<file path="src/include/pktchk_defs.svh">
////////////////////
// Widths and register map of the packet checker. The descriptor write
// strobes assume an 11-bit length field in bits 18..8.
////////////////////
`ifndef PKTCHK_DEFS_SVH
`define PKTCHK_DEFS_SVH

// Stream and table geometry
`define PKTCHK_DATA_BYTES 4
`define PKTCHK_NUM_DEST   4
`define PKTCHK_DEST_W     2
`define PKTCHK_LEN_W      11
`define PKTCHK_CNT_W      16
`define PKTCHK_STALL_W    16
`define PKTCHK_ADDR_W     8

// AXI4-Lite register map, byte addresses
`define PKTCHK_ADDR_ARMED       8'h00
`define PKTCHK_ADDR_STALL_LIMIT 8'h04
`define PKTCHK_ADDR_PASS        8'h08
`define PKTCHK_ADDR_FAIL        8'h0C
`define PKTCHK_ADDR_DESC_BASE   8'h10
`define PKTCHK_ADDR_UNEXP       8'h20
`define PKTCHK_ADDR_TIMEOUT     8'h24
`define PKTCHK_ADDR_CLEAR       8'h28

`endif

</file>
<file path="src/verilog/pktchk_pkg.sv">
////////////////////
// Shared types of the packet checker
////////////////////
`include "pktchk_defs.svh"

package pktchk_pkg;

    // One expected packet per destination
    typedef struct packed {
        logic                     armed;
        logic [7:0]               seed;
        logic [`PKTCHK_LEN_W-1:0] length;
    } desc_t;

    // Packet-level FSM
    typedef enum logic [1:0] {
        IDLE    = 2'd0,
        RECV    = 2'd1,
        VERDICT = 2'd2
    } state_t;

    // Outcome of one packet, also the counter index
    typedef enum logic [1:0] {
        PASS    = 2'd0,
        FAIL    = 2'd1,
        UNEXP   = 2'd2,
        TIMEOUT = 2'd3
    } verdict_t;

endpackage

</file>
<file path="src/verilog/pktchk_beat_if.sv">
////////////////////
// One accepted beat, no handshake
////////////////////
`timescale 1ns/1ps
`include "pktchk_defs.svh"

interface pktchk_beat_if;

    // Strobe for one cycle per accepted beat
    logic                             fire;
    logic                             first;
    logic [`PKTCHK_DATA_BYTES*8-1:0]  data;
    logic [`PKTCHK_DATA_BYTES-1:0]    keep;
    logic                             last;

    modport src (
        output fire, first, data, keep, last
    );

    modport dst (
        input fire, first, data, keep, last
    );

endinterface

</file>
<file path="src/verilog/pktchk_axil_regs.sv">
////////////////////
// AXI4-Lite slave, one outstanding access per channel, OKAY responses only.
// Counters saturate; a CLEAR write beats a verdict in the same cycle.
////////////////////
`timescale 1ns/1ps
`include "pktchk_defs.svh"

module pktchk_axil_regs (
    input  logic                         axis_packet_in,
    input  logic                         rst_n,
    input  logic                         awvalid,
    output logic                         awready,
    input  logic [`PKTCHK_ADDR_W-1:0]    awaddr,
    input  logic                         wvalid,
    output logic                         wready,
    input  logic [31:0]                  wdata,
    input  logic [3:0]                   wstrb,
    output logic                         bvalid,
    input  logic                         bready,
    output logic [1:0]                   bresp,
    input  logic                         arvalid,
    output logic                         arready,
    input  logic [`PKTCHK_ADDR_W-1:0]    araddr,
    output logic                         rvalid,
    input  logic                         rready,
    output logic [31:0]                  rdata,
    output logic [1:0]                   rresp,
    input  logic                         verdict_valid,
    input  pktchk_pkg::verdict_t         verdict,
    input  logic                         disarm_en,
    input  logic [`PKTCHK_DEST_W-1:0]    disarm_dest,
    output pktchk_pkg::desc_t            desc_table [`PKTCHK_NUM_DEST],
    output logic [`PKTCHK_STALL_W-1:0]   stall_limit
);

    logic                       wr_en;
    logic                       rd_en;
    logic                       clr_en;
    logic [`PKTCHK_CNT_W-1:0]   cnt_q [4];
    logic [31:0]                rd_word;

    ////////////////////
    // Handshakes

    // Ready only while no response is waiting
    assign wr_en   = awvalid && wvalid && !bvalid;
    assign rd_en   = arvalid && !rvalid;
    assign awready = wr_en;
    assign wready  = wr_en;
    assign arready = rd_en;
    assign bresp   = 2'b00;
    assign rresp   = 2'b00;
    assign clr_en  = wr_en && (awaddr == `PKTCHK_ADDR_CLEAR);

    always_ff @(posedge axis_packet_in) begin
        if (!rst_n) begin
            bvalid <= 1'b0;
            rvalid <= 1'b0;
        end else begin
            if (wr_en) begin
                bvalid <= 1'b1;
            end else if (bready) begin
                bvalid <= 1'b0;
            end
            if (rd_en) begin
                rvalid <= 1'b1;
            end else if (rready) begin
                rvalid <= 1'b0;
            end
        end
    end

    ////////////////////
    // Writable state

    always_ff @(posedge axis_packet_in) begin
        if (!rst_n) begin
            desc_table  <= '{default: '0};
            stall_limit <= '0;
        end else begin
            if (disarm_en) begin
                desc_table[disarm_dest].armed <= 1'b0;
            end
            // A descriptor write arms it, overriding a disarm in the same cycle
            for (int d = 0; d < `PKTCHK_NUM_DEST; d++) begin
                if (wr_en && awaddr == `PKTCHK_ADDR_DESC_BASE + 4 * d) begin
                    desc_table[d].armed <= 1'b1;
                    if (wstrb[0]) desc_table[d].seed <= wdata[7:0];
                    if (wstrb[1]) desc_table[d].length[7:0] <= wdata[15:8];
                    if (wstrb[2]) desc_table[d].length[10:8] <= wdata[18:16];
                end
            end
            if (wr_en && awaddr == `PKTCHK_ADDR_STALL_LIMIT) begin
                if (wstrb[0]) stall_limit[7:0] <= wdata[7:0];
                if (wstrb[1]) stall_limit[15:8] <= wdata[15:8];
            end
        end
    end

    // Result counters, indexed by verdict
    always_ff @(posedge axis_packet_in) begin
        if (!rst_n) begin
            cnt_q <= '{default: '0};
        end else if (clr_en) begin
            cnt_q <= '{default: '0};
        end else if (verdict_valid && cnt_q[verdict] != '1) begin
            cnt_q[verdict] <= cnt_q[verdict] + 1'b1;
        end
    end

    ////////////////////
    // Read path

    always_comb begin
        rd_word = '0;
        case (araddr)
            `PKTCHK_ADDR_STALL_LIMIT: rd_word[`PKTCHK_STALL_W-1:0] = stall_limit;
            `PKTCHK_ADDR_PASS:        rd_word[`PKTCHK_CNT_W-1:0] = cnt_q[pktchk_pkg::PASS];
            `PKTCHK_ADDR_FAIL:        rd_word[`PKTCHK_CNT_W-1:0] = cnt_q[pktchk_pkg::FAIL];
            `PKTCHK_ADDR_UNEXP:       rd_word[`PKTCHK_CNT_W-1:0] = cnt_q[pktchk_pkg::UNEXP];
            `PKTCHK_ADDR_TIMEOUT:     rd_word[`PKTCHK_CNT_W-1:0] = cnt_q[pktchk_pkg::TIMEOUT];
            `PKTCHK_ADDR_ARMED: begin
                for (int d = 0; d < `PKTCHK_NUM_DEST; d++) begin
                    rd_word[d] = desc_table[d].armed;
                end
            end
            default: begin
                // Descriptor window, anything else reads zero
                for (int d = 0; d < `PKTCHK_NUM_DEST; d++) begin
                    if (araddr == `PKTCHK_ADDR_DESC_BASE + 4 * d) begin
                        rd_word[7:0] = desc_table[d].seed;
                        rd_word[8 +: `PKTCHK_LEN_W] = desc_table[d].length;
                    end
                end
            end
        endcase
    end

    always_ff @(posedge axis_packet_in) begin
        if (rd_en) begin
            rdata <= rd_word;
        end
    end

endmodule

</file>
<file path="src/verilog/pktchk_ctrl_fsm.sv">
////////////////////
// One packet at a time; s_tready drops for the verdict cycle only
////////////////////
`timescale 1ns/1ps
`include "pktchk_defs.svh"

module pktchk_ctrl_fsm (
    input  logic                              axis_packet_in,
    input  logic                              rst_n,
    input  logic                              s_tvalid,
    output logic                              s_tready,
    input  logic [`PKTCHK_DATA_BYTES*8-1:0]   s_tdata,
    input  logic [`PKTCHK_DATA_BYTES-1:0]     s_tkeep,
    input  logic                              s_tlast,
    input  logic [`PKTCHK_DEST_W-1:0]         s_tdest,
    input  pktchk_pkg::desc_t                 desc_table [`PKTCHK_NUM_DEST],
    input  logic                              match_ok,
    input  logic [`PKTCHK_LEN_W-1:0]          rx_len,
    input  logic                              expired,
    pktchk_beat_if.src                        beat,
    output logic                              timer_run,
    output logic                              timer_clear,
    output logic                              verdict_valid,
    output pktchk_pkg::verdict_t              verdict,
    output logic                              disarm_en,
    output logic [`PKTCHK_DEST_W-1:0]         disarm_dest
);

    pktchk_pkg::state_t         state;
    pktchk_pkg::state_t         state_nxt;
    logic [`PKTCHK_DEST_W-1:0]  dest_q;
    logic                       armed_q;
    logic                       timeout_q;
    logic                       fire;

    assign s_tready = (state != pktchk_pkg::VERDICT);
    assign fire     = s_tvalid && s_tready;

    // Beat to the comparator
    assign beat.fire  = fire;
    assign beat.first = (state == pktchk_pkg::IDLE);
    assign beat.data  = s_tdata;
    assign beat.keep  = s_tkeep;
    assign beat.last  = s_tlast;

    // Gap timer runs only inside a packet with no beat
    assign timer_run   = (state == pktchk_pkg::RECV) && !fire;
    assign timer_clear = !timer_run;

    // Current destination; also selects the seed for the first beat
    assign disarm_dest = (state == pktchk_pkg::IDLE) ? s_tdest : dest_q;

    always_comb begin
        state_nxt = state;
        case (state)
            pktchk_pkg::IDLE: begin
                if (fire) begin
                    state_nxt = s_tlast ? pktchk_pkg::VERDICT : pktchk_pkg::RECV;
                end
            end
            pktchk_pkg::RECV: begin
                if ((fire && s_tlast) || expired) begin
                    state_nxt = pktchk_pkg::VERDICT;
                end
            end
            default: state_nxt = pktchk_pkg::IDLE;
        endcase
    end

    always_ff @(posedge axis_packet_in) begin
        if (!rst_n) begin
            state     <= pktchk_pkg::IDLE;
            dest_q    <= '0;
            armed_q   <= 1'b0;
            timeout_q <= 1'b0;
        end else begin
            state <= state_nxt;
            if (state == pktchk_pkg::IDLE && fire) begin
                dest_q    <= s_tdest;
                armed_q   <= desc_table[s_tdest].armed;
                timeout_q <= 1'b0;
            end else if (state == pktchk_pkg::RECV && expired) begin
                timeout_q <= 1'b1;
            end
        end
    end

    ////////////////////
    // Verdict

    assign verdict_valid = (state == pktchk_pkg::VERDICT);
    assign disarm_en     = verdict_valid && armed_q;

    always_comb begin
        if (!armed_q) begin
            verdict = pktchk_pkg::UNEXP;
        end else if (timeout_q) begin
            verdict = pktchk_pkg::TIMEOUT;
        end else if (match_ok && rx_len == desc_table[dest_q].length) begin
            verdict = pktchk_pkg::PASS;
        end else begin
            verdict = pktchk_pkg::FAIL;
        end
    end

endmodule

</file>
<file path="src/verilog/pktchk_stall_timer.sv">
////////////////////
// A limit of zero never expires
////////////////////
`timescale 1ns/1ps
`include "pktchk_defs.svh"

module pktchk_stall_timer (
    input  logic                        axis_packet_in,
    input  logic                        rst_n,
    input  logic                        timer_run,
    input  logic                        timer_clear,
    input  logic [`PKTCHK_STALL_W-1:0]  stall_limit,
    output logic                        expired
);

    logic [`PKTCHK_STALL_W-1:0] idle_cnt;

    // Fires in the idle cycle that brings the count up to the limit
    assign expired = timer_run && (stall_limit != '0) && (idle_cnt == stall_limit - 1'b1);

    always_ff @(posedge axis_packet_in) begin
        if (!rst_n) begin
            idle_cnt <= '0;
        end else if (timer_clear) begin
            idle_cnt <= '0;
        end else if (timer_run && idle_cnt != '1) begin
            idle_cnt <= idle_cnt + 1'b1;
        end
    end

endmodule

</file>
<file path="src/verilog/pktchk_byte_compare.sv">
////////////////////
// Kept bytes are the low lanes; a partial beat before tlast counts as a mismatch
////////////////////
`timescale 1ns/1ps
`include "pktchk_defs.svh"

module pktchk_byte_compare (
    input  logic                        axis_packet_in,
    input  logic                        rst_n,
    pktchk_beat_if.dst                  beat,
    input  logic [7:0]                  seed,
    output logic                        match_ok,
    output logic [`PKTCHK_LEN_W-1:0]    rx_len
);

    logic                       bad_q;
    logic [`PKTCHK_LEN_W-1:0]   len_q;
    logic                       base_bad;
    logic [`PKTCHK_LEN_W-1:0]   base_len;
    logic [`PKTCHK_LEN_W-1:0]   kept_cnt;
    logic                       beat_bad;
    logic [7:0]                 exp_byte;

    // First beat restarts the accumulation
    assign base_bad = (beat.fire && beat.first) ? 1'b0 : bad_q;
    assign base_len = (beat.fire && beat.first) ? '0 : len_q;

    ////////////////////
    // Pattern compare

    always_comb begin
        kept_cnt = '0;
        beat_bad = 1'b0;
        exp_byte = '0;
        for (int i = 0; i < `PKTCHK_DATA_BYTES; i++) begin
            // Byte k of the packet is seed + k
            exp_byte = seed + base_len[7:0] + 8'(i);
            if (beat.keep[i]) begin
                kept_cnt = kept_cnt + 1'b1;
                if (beat.data[8*i +: 8] != exp_byte) begin
                    beat_bad = 1'b1;
                end
            end
        end
        if (!beat.last && beat.keep != '1) begin
            beat_bad = 1'b1;
        end
    end

    // Both outputs include the beat being accepted now
    assign match_ok = !(base_bad || (beat.fire && beat_bad));
    assign rx_len   = base_len + (beat.fire ? kept_cnt : '0);

    always_ff @(posedge axis_packet_in) begin
        if (!rst_n) begin
            bad_q <= 1'b0;
            len_q <= '0;
        end else if (beat.fire) begin
            bad_q <= !match_ok;
            len_q <= rx_len;
        end
    end

endmodule

</file>
<file path="src/verilog/pktchk_top.sv">
////////////////////
// No interleaving across tdest; tid, tuser and tstrb are not present
////////////////////
`timescale 1ns/1ps
`include "pktchk_defs.svh"

module pktchk_top (
    input  logic                              axis_packet_in,
    input  logic                              rst_n,
    // AXI4-Stream sink
    input  logic                              s_tvalid,
    output logic                              s_tready,
    input  logic [`PKTCHK_DATA_BYTES*8-1:0]   s_tdata,
    input  logic [`PKTCHK_DATA_BYTES-1:0]     s_tkeep,
    input  logic                              s_tlast,
    input  logic [`PKTCHK_DEST_W-1:0]         s_tdest,
    // AXI4-Lite control
    input  logic                              awvalid,
    output logic                              awready,
    input  logic [`PKTCHK_ADDR_W-1:0]         awaddr,
    input  logic                              wvalid,
    output logic                              wready,
    input  logic [31:0]                       wdata,
    input  logic [3:0]                        wstrb,
    output logic                              bvalid,
    input  logic                              bready,
    output logic [1:0]                        bresp,
    input  logic                              arvalid,
    output logic                              arready,
    input  logic [`PKTCHK_ADDR_W-1:0]         araddr,
    output logic                              rvalid,
    input  logic                              rready,
    output logic [31:0]                       rdata,
    output logic [1:0]                        rresp
);

    pktchk_pkg::desc_t          desc_table [`PKTCHK_NUM_DEST];
    logic [`PKTCHK_STALL_W-1:0] stall_limit;
    logic                       verdict_valid;
    pktchk_pkg::verdict_t       verdict;
    logic                       disarm_en;
    logic [`PKTCHK_DEST_W-1:0]  disarm_dest;
    logic                       timer_run;
    logic                       timer_clear;
    logic                       expired;
    logic                       match_ok;
    logic [`PKTCHK_LEN_W-1:0]   rx_len;
    logic [7:0]                 seed;

    pktchk_beat_if u_beat ();

    // Seed of the packet in progress
    assign seed = desc_table[disarm_dest].seed;

    pktchk_axil_regs u_regs (
        .axis_packet_in (axis_packet_in),
        .rst_n          (rst_n),
        .awvalid        (awvalid),
        .awready        (awready),
        .awaddr         (awaddr),
        .wvalid         (wvalid),
        .wready         (wready),
        .wdata          (wdata),
        .wstrb          (wstrb),
        .bvalid         (bvalid),
        .bready         (bready),
        .bresp          (bresp),
        .arvalid        (arvalid),
        .arready        (arready),
        .araddr         (araddr),
        .rvalid         (rvalid),
        .rready         (rready),
        .rdata          (rdata),
        .rresp          (rresp),
        .verdict_valid  (verdict_valid),
        .verdict        (verdict),
        .disarm_en      (disarm_en),
        .disarm_dest    (disarm_dest),
        .desc_table     (desc_table),
        .stall_limit    (stall_limit)
    );

    pktchk_ctrl_fsm u_fsm (
        .axis_packet_in (axis_packet_in),
        .rst_n          (rst_n),
        .s_tvalid       (s_tvalid),
        .s_tready       (s_tready),
        .s_tdata        (s_tdata),
        .s_tkeep        (s_tkeep),
        .s_tlast        (s_tlast),
        .s_tdest        (s_tdest),
        .desc_table     (desc_table),
        .match_ok       (match_ok),
        .rx_len         (rx_len),
        .expired        (expired),
        .beat           (u_beat),
        .timer_run      (timer_run),
        .timer_clear    (timer_clear),
        .verdict_valid  (verdict_valid),
        .verdict        (verdict),
        .disarm_en      (disarm_en),
        .disarm_dest    (disarm_dest)
    );

    pktchk_stall_timer u_timer (
        .axis_packet_in (axis_packet_in),
        .rst_n          (rst_n),
        .timer_run      (timer_run),
        .timer_clear    (timer_clear),
        .stall_limit    (stall_limit),
        .expired        (expired)
    );

    pktchk_byte_compare u_cmp (
        .axis_packet_in (axis_packet_in),
        .rst_n          (rst_n),
        .beat           (u_beat),
        .seed           (seed),
        .match_ok       (match_ok),
        .rx_len         (rx_len)
    );

endmodule

</file>
<file path="config.mk">
export PLATFORM = sky130hd
export DESIGN_NAME = pktchk_top
export DESIGN_NICKNAME = d
export VERILOG_FILES = /design/src/verilog/pktchk_pkg.sv /design/src/verilog/pktchk_beat_if.sv /design/src/verilog/pktchk_axil_regs.sv /design/src/verilog/pktchk_ctrl_fsm.sv /design/src/verilog/pktchk_stall_timer.sv /design/src/verilog/pktchk_byte_compare.sv /design/src/verilog/pktchk_top.sv
export VERILOG_INCLUDE_DIRS = /design/src /design/src/include
export SDC_FILE = /design/constraint.sdc
export NUM_CORES = 1
export LEC_CHECK = 0
export ABC_AREA = 1
export CAP_MARGIN = 20
export CORE_MARGIN = 5
export CORE_UTILIZATION = 50
export DETAILED_ROUTE_END_ITERATION = 7
export DONT_BUFFER_PORTS = 1
export SETUP_SLACK_MARGIN = 0.4
export SLEW_MARGIN = 15
export SYNTH_ARGS = -nofsm -noshare
export SYNTH_HDL_FRONTEND = slang
export SYNTH_SLANG_ARGS = --single-unit
</file>
<file path="constraint.sdc">
create_clock -name axis_packet_in -period 6.3 [get_ports axis_packet_in]
set_input_delay 0.63 -clock axis_packet_in [delete_from_list [all_inputs] [get_ports axis_packet_in]]
set_output_delay 0.63 -clock axis_packet_in [all_outputs]
set_load 0.01 [all_outputs]
</file>
==> metrics.txt <==
status complete, no violations; Max-Cap Viols 0; CP max-delay cell dfxtp_2; number of port buffers 0; Final Cell Area 15200 sq um; RePlAce Congestion around 0.92; WL final ~46000 microns; commonest non-fill, non-tap cell in the layout nand2_1; Mapped Area about 14000 sq um; chip width roughly 180 microns; crit-path max cell delay 350 ps; Mapped Cells 2161; DP Area between 10000 and 15000 sq um; Iter 0 DRT Violations 1333; hold_buf cts 0; RSZ-0062 raised after global routing false; Power Density 242 nW/um^2; Tightest Pin Transition 1080 ps; slew margin rel. 27.8%; Static Leakage roughly 0.0067 uW; fin crit share between 80 and 90%; Die ar. about 31000 sq um; maximum vdd ir drop between 0.2 and 0.25 mV; library cells used by synthesis 60; Power Total around 3700 uW; total global routing overflow 0; Critical Path End Type register; yosys warns 0; htree depth 1; first-pass GRT wire length 68200 microns; Post-synth ARST share 0%; CTS sink cnt between 200 and 250; #FFs+latches synth roughly 220; row count 60; clock skew ~32 ps; pre-CTS setup slack between 300 and 400 ps; Initial Util roughly half; proportion of synthesized chip area in sequential cells roughly a third; EDFF count, synth 19; CTS tree yes; Clk Tree Root Cell clkbuf_16; clock tree buffer depth 3; pin count of the biggest net entering global routing 90; Hold Slack about 190 ps; Remaining DRCs 0; io pins roughly 140; chip height around 180 microns; Main synth FF type dfxtp_1; DR vias/cell approximately 5.5; # diodes 0; Min-Delay Path Class in -> reg; Detail Route Antenna Nets 0; critical path required time around 6800 ps; post-route minimum period about 5600 ps; final hold vios 0; Vias approximately 14000; post-DP HPWL 32800 microns; most frequent cells in the layout nand2_1, inv_1, nor2_1, dfxtp_1, a21oi_1; fin. max-slew vios 0; Fmax achieved 180 MHz; WL/cell 18.1 microns; syn_area_per_cell around 6.3 sq um; core area ~27000 sq um; GRT Total Usage between 20% and 30%; clock-pin slew on the worst setup and hold paths approximately 60 ps; Worst Path Arrival around 6000 ps; Final #Nets between 2000 and 2500; endpoints failing setup 0; drt pass-1 iters 5; share of cells above drive strength 1 approximately 8.4%; initial antenna violation count 0; CTS buffer count 26; final worst setup slack between 700 and 800 ps; Setup Crit Path Kind reg -> reg; CP max FO 14; Final TNS setup 0 ps; Area Growth Syn to Fin 10.7%; most used cell, CP nand2_1; vias in the first global route 12558; clock latency on the worst-skew pair between 500 and 600 ps; startpoint type of the worst setup path register
power breakdown:
| group | internal (uW) | switching, uW | total, uW |
|---|---|---|---|
| clock network | 868 | 607 | 1470 |
| registers | 1410 | 20.2 | 1430 |
| logic | 240 | 525 | 765 |
through the flow:
| stage | util, % | instances |
|---|---|---|
| floorplan | - | 2178 |
| global placement | 52.1 | 2464 |
| detailed placement | 52.1 | 2464 |
| CTS | 55.2 | 2512 |
| global route | 56.3 | 2523 |
| finish | 56.3 | 2523 |
sequential cells by signal, indices dropped and copies added, names as in the netlist, 2 cells and up:
name,count
u_timer.idle_cnt,16
u_regs.stall_limit,16
u_regs.rdata,19
u_regs.cnt_q,64
u_regs.desc_table,80
u_cmp.len_q,11
u_fsm.state,2
u_fsm.dest_q,2
cell families after synthesis:
kind of cell               synth area share, %
AOI/OAI and AO/OA                         15.4
xor gates and xnor gates                  3.71
adders and majority gates                 1.83
buffers and inverters                     11.5
DFF                                       32.8
muxes                                    0.146
other                                   0.0274
and+or+nand+nor                           34.6
cell type report:
class	count	area, sq um
sequential	215	4500
timing repair buffer	40	393
multi-input combinational	1582	7900
tap	341	427
inverter	297	1110
clock buffer	39	751
fill	2733	11800
clock inverter	9	95.1
per-layer routing:
layer | wire (microns) | global-route usage (%) | up-vias
li1 | - | - | 6908
met1 | 19700 | 37.8 | 6311
met2 | 20500 | 44.2 | 574
met3 | 4140 | 5.73 | 80
met4 | 1360 | 8.19 | 0
met5 | 0 | 0 | -
critical path: cells and delay by family (launching register included):
family	cells	cell delay, ps
compound gates	3	610
simple gates	25	2750
flops	1	350
xor+xnor	1	160
fa+ha+maj	4	790
buf+inv	9	860
path summary, 6_finish.rpt:
path	depth (start not counted)	slack (ps)	start	endpoint
worst min-delay path	1	190	rst_n	u_regs.rvalid
worst max-delay path	42	740	u_fsm.state[1]	u_regs.cnt_q[14]
worst max register to register	42	740	u_fsm.state[1]	u_regs.cnt_q[14]
worst min register to register	2	460	u_regs.desc_table[70]	u_regs.desc_table[70]
repair_timing:
| action | CTS | global route |
|---|---|---|
| endpoints found under the setup margin | 0 | 64 |
| setup buffers | 0 | 7 |
| resized for setup | 0 | 37 |
synthesized netlist by cell type, types with 2 or more instances:
| cell type | number | area (sq um) |
|---|---|---|
| clkbuf_1 | 49 | 184 |
| nand3_4 | 2 | 35.0 |
| nor3_1 | 24 | 120 |
| nand3_1 | 111 | 556 |
| a21boi_1 | 2 | 15.0 |
| nor4_1 | 5 | 31.3 |
| nand2_4 | 5 | 56.3 |
| xor2_1 | 48 | 420 |
| a21oi_1 | 160 | 801 |
| o22ai_1 | 33 | 206 |
| nor2_2 | 15 | 93.8 |
| inv_2 | 14 | 52.6 |
| a22o_1 | 5 | 43.8 |
| clkinv_1 | 3 | 11.3 |
| inv_1 | 280 | 1050 |
| nand2_1 | 632 | 2370 |
| a31oi_1 | 2 | 12.5 |
| o21a_1 | 3 | 22.5 |
| buf_1 | 2 | 7.51 |
| or2_2 | 6 | 37.5 |
| dfxtp_1 | 196 | 3920 |
| o21ai_1 | 2 | 10.0 |
| o2111ai_1 | 6 | 52.6 |
| buf_6 | 5 | 56.3 |
| a311oi_1 | 3 | 26.3 |
| a221oi_1 | 22 | 193 |
| nand4_1 | 22 | 138 |
| o211ai_1 | 12 | 90.1 |
| nor2_1 | 260 | 976 |
| buf_4 | 27 | 203 |
| a211oi_1 | 3 | 22.5 |
| nand2_2 | 10 | 62.6 |
| ha_1 | 20 | 250 |
| xnor2_1 | 10 | 87.6 |
| a32oi_1 | 2 | 17.5 |
| buf_2 | 3 | 15.0 |
| edfxtp_1 | 19 | 571 |
| a22oi_1 | 2 | 15.0 |
| o21ai_2 | 2 | 17.5 |
| mux2i_1 | 2 | 20.0 |
| nor2_4 | 3 | 33.8 |
| nand3b_1 | 5 | 37.5 |
| nand3_2 | 12 | 120 |
| o21ai_0 | 96 | 480 |
Note: power is estimated with default switching activity, not from simulation.
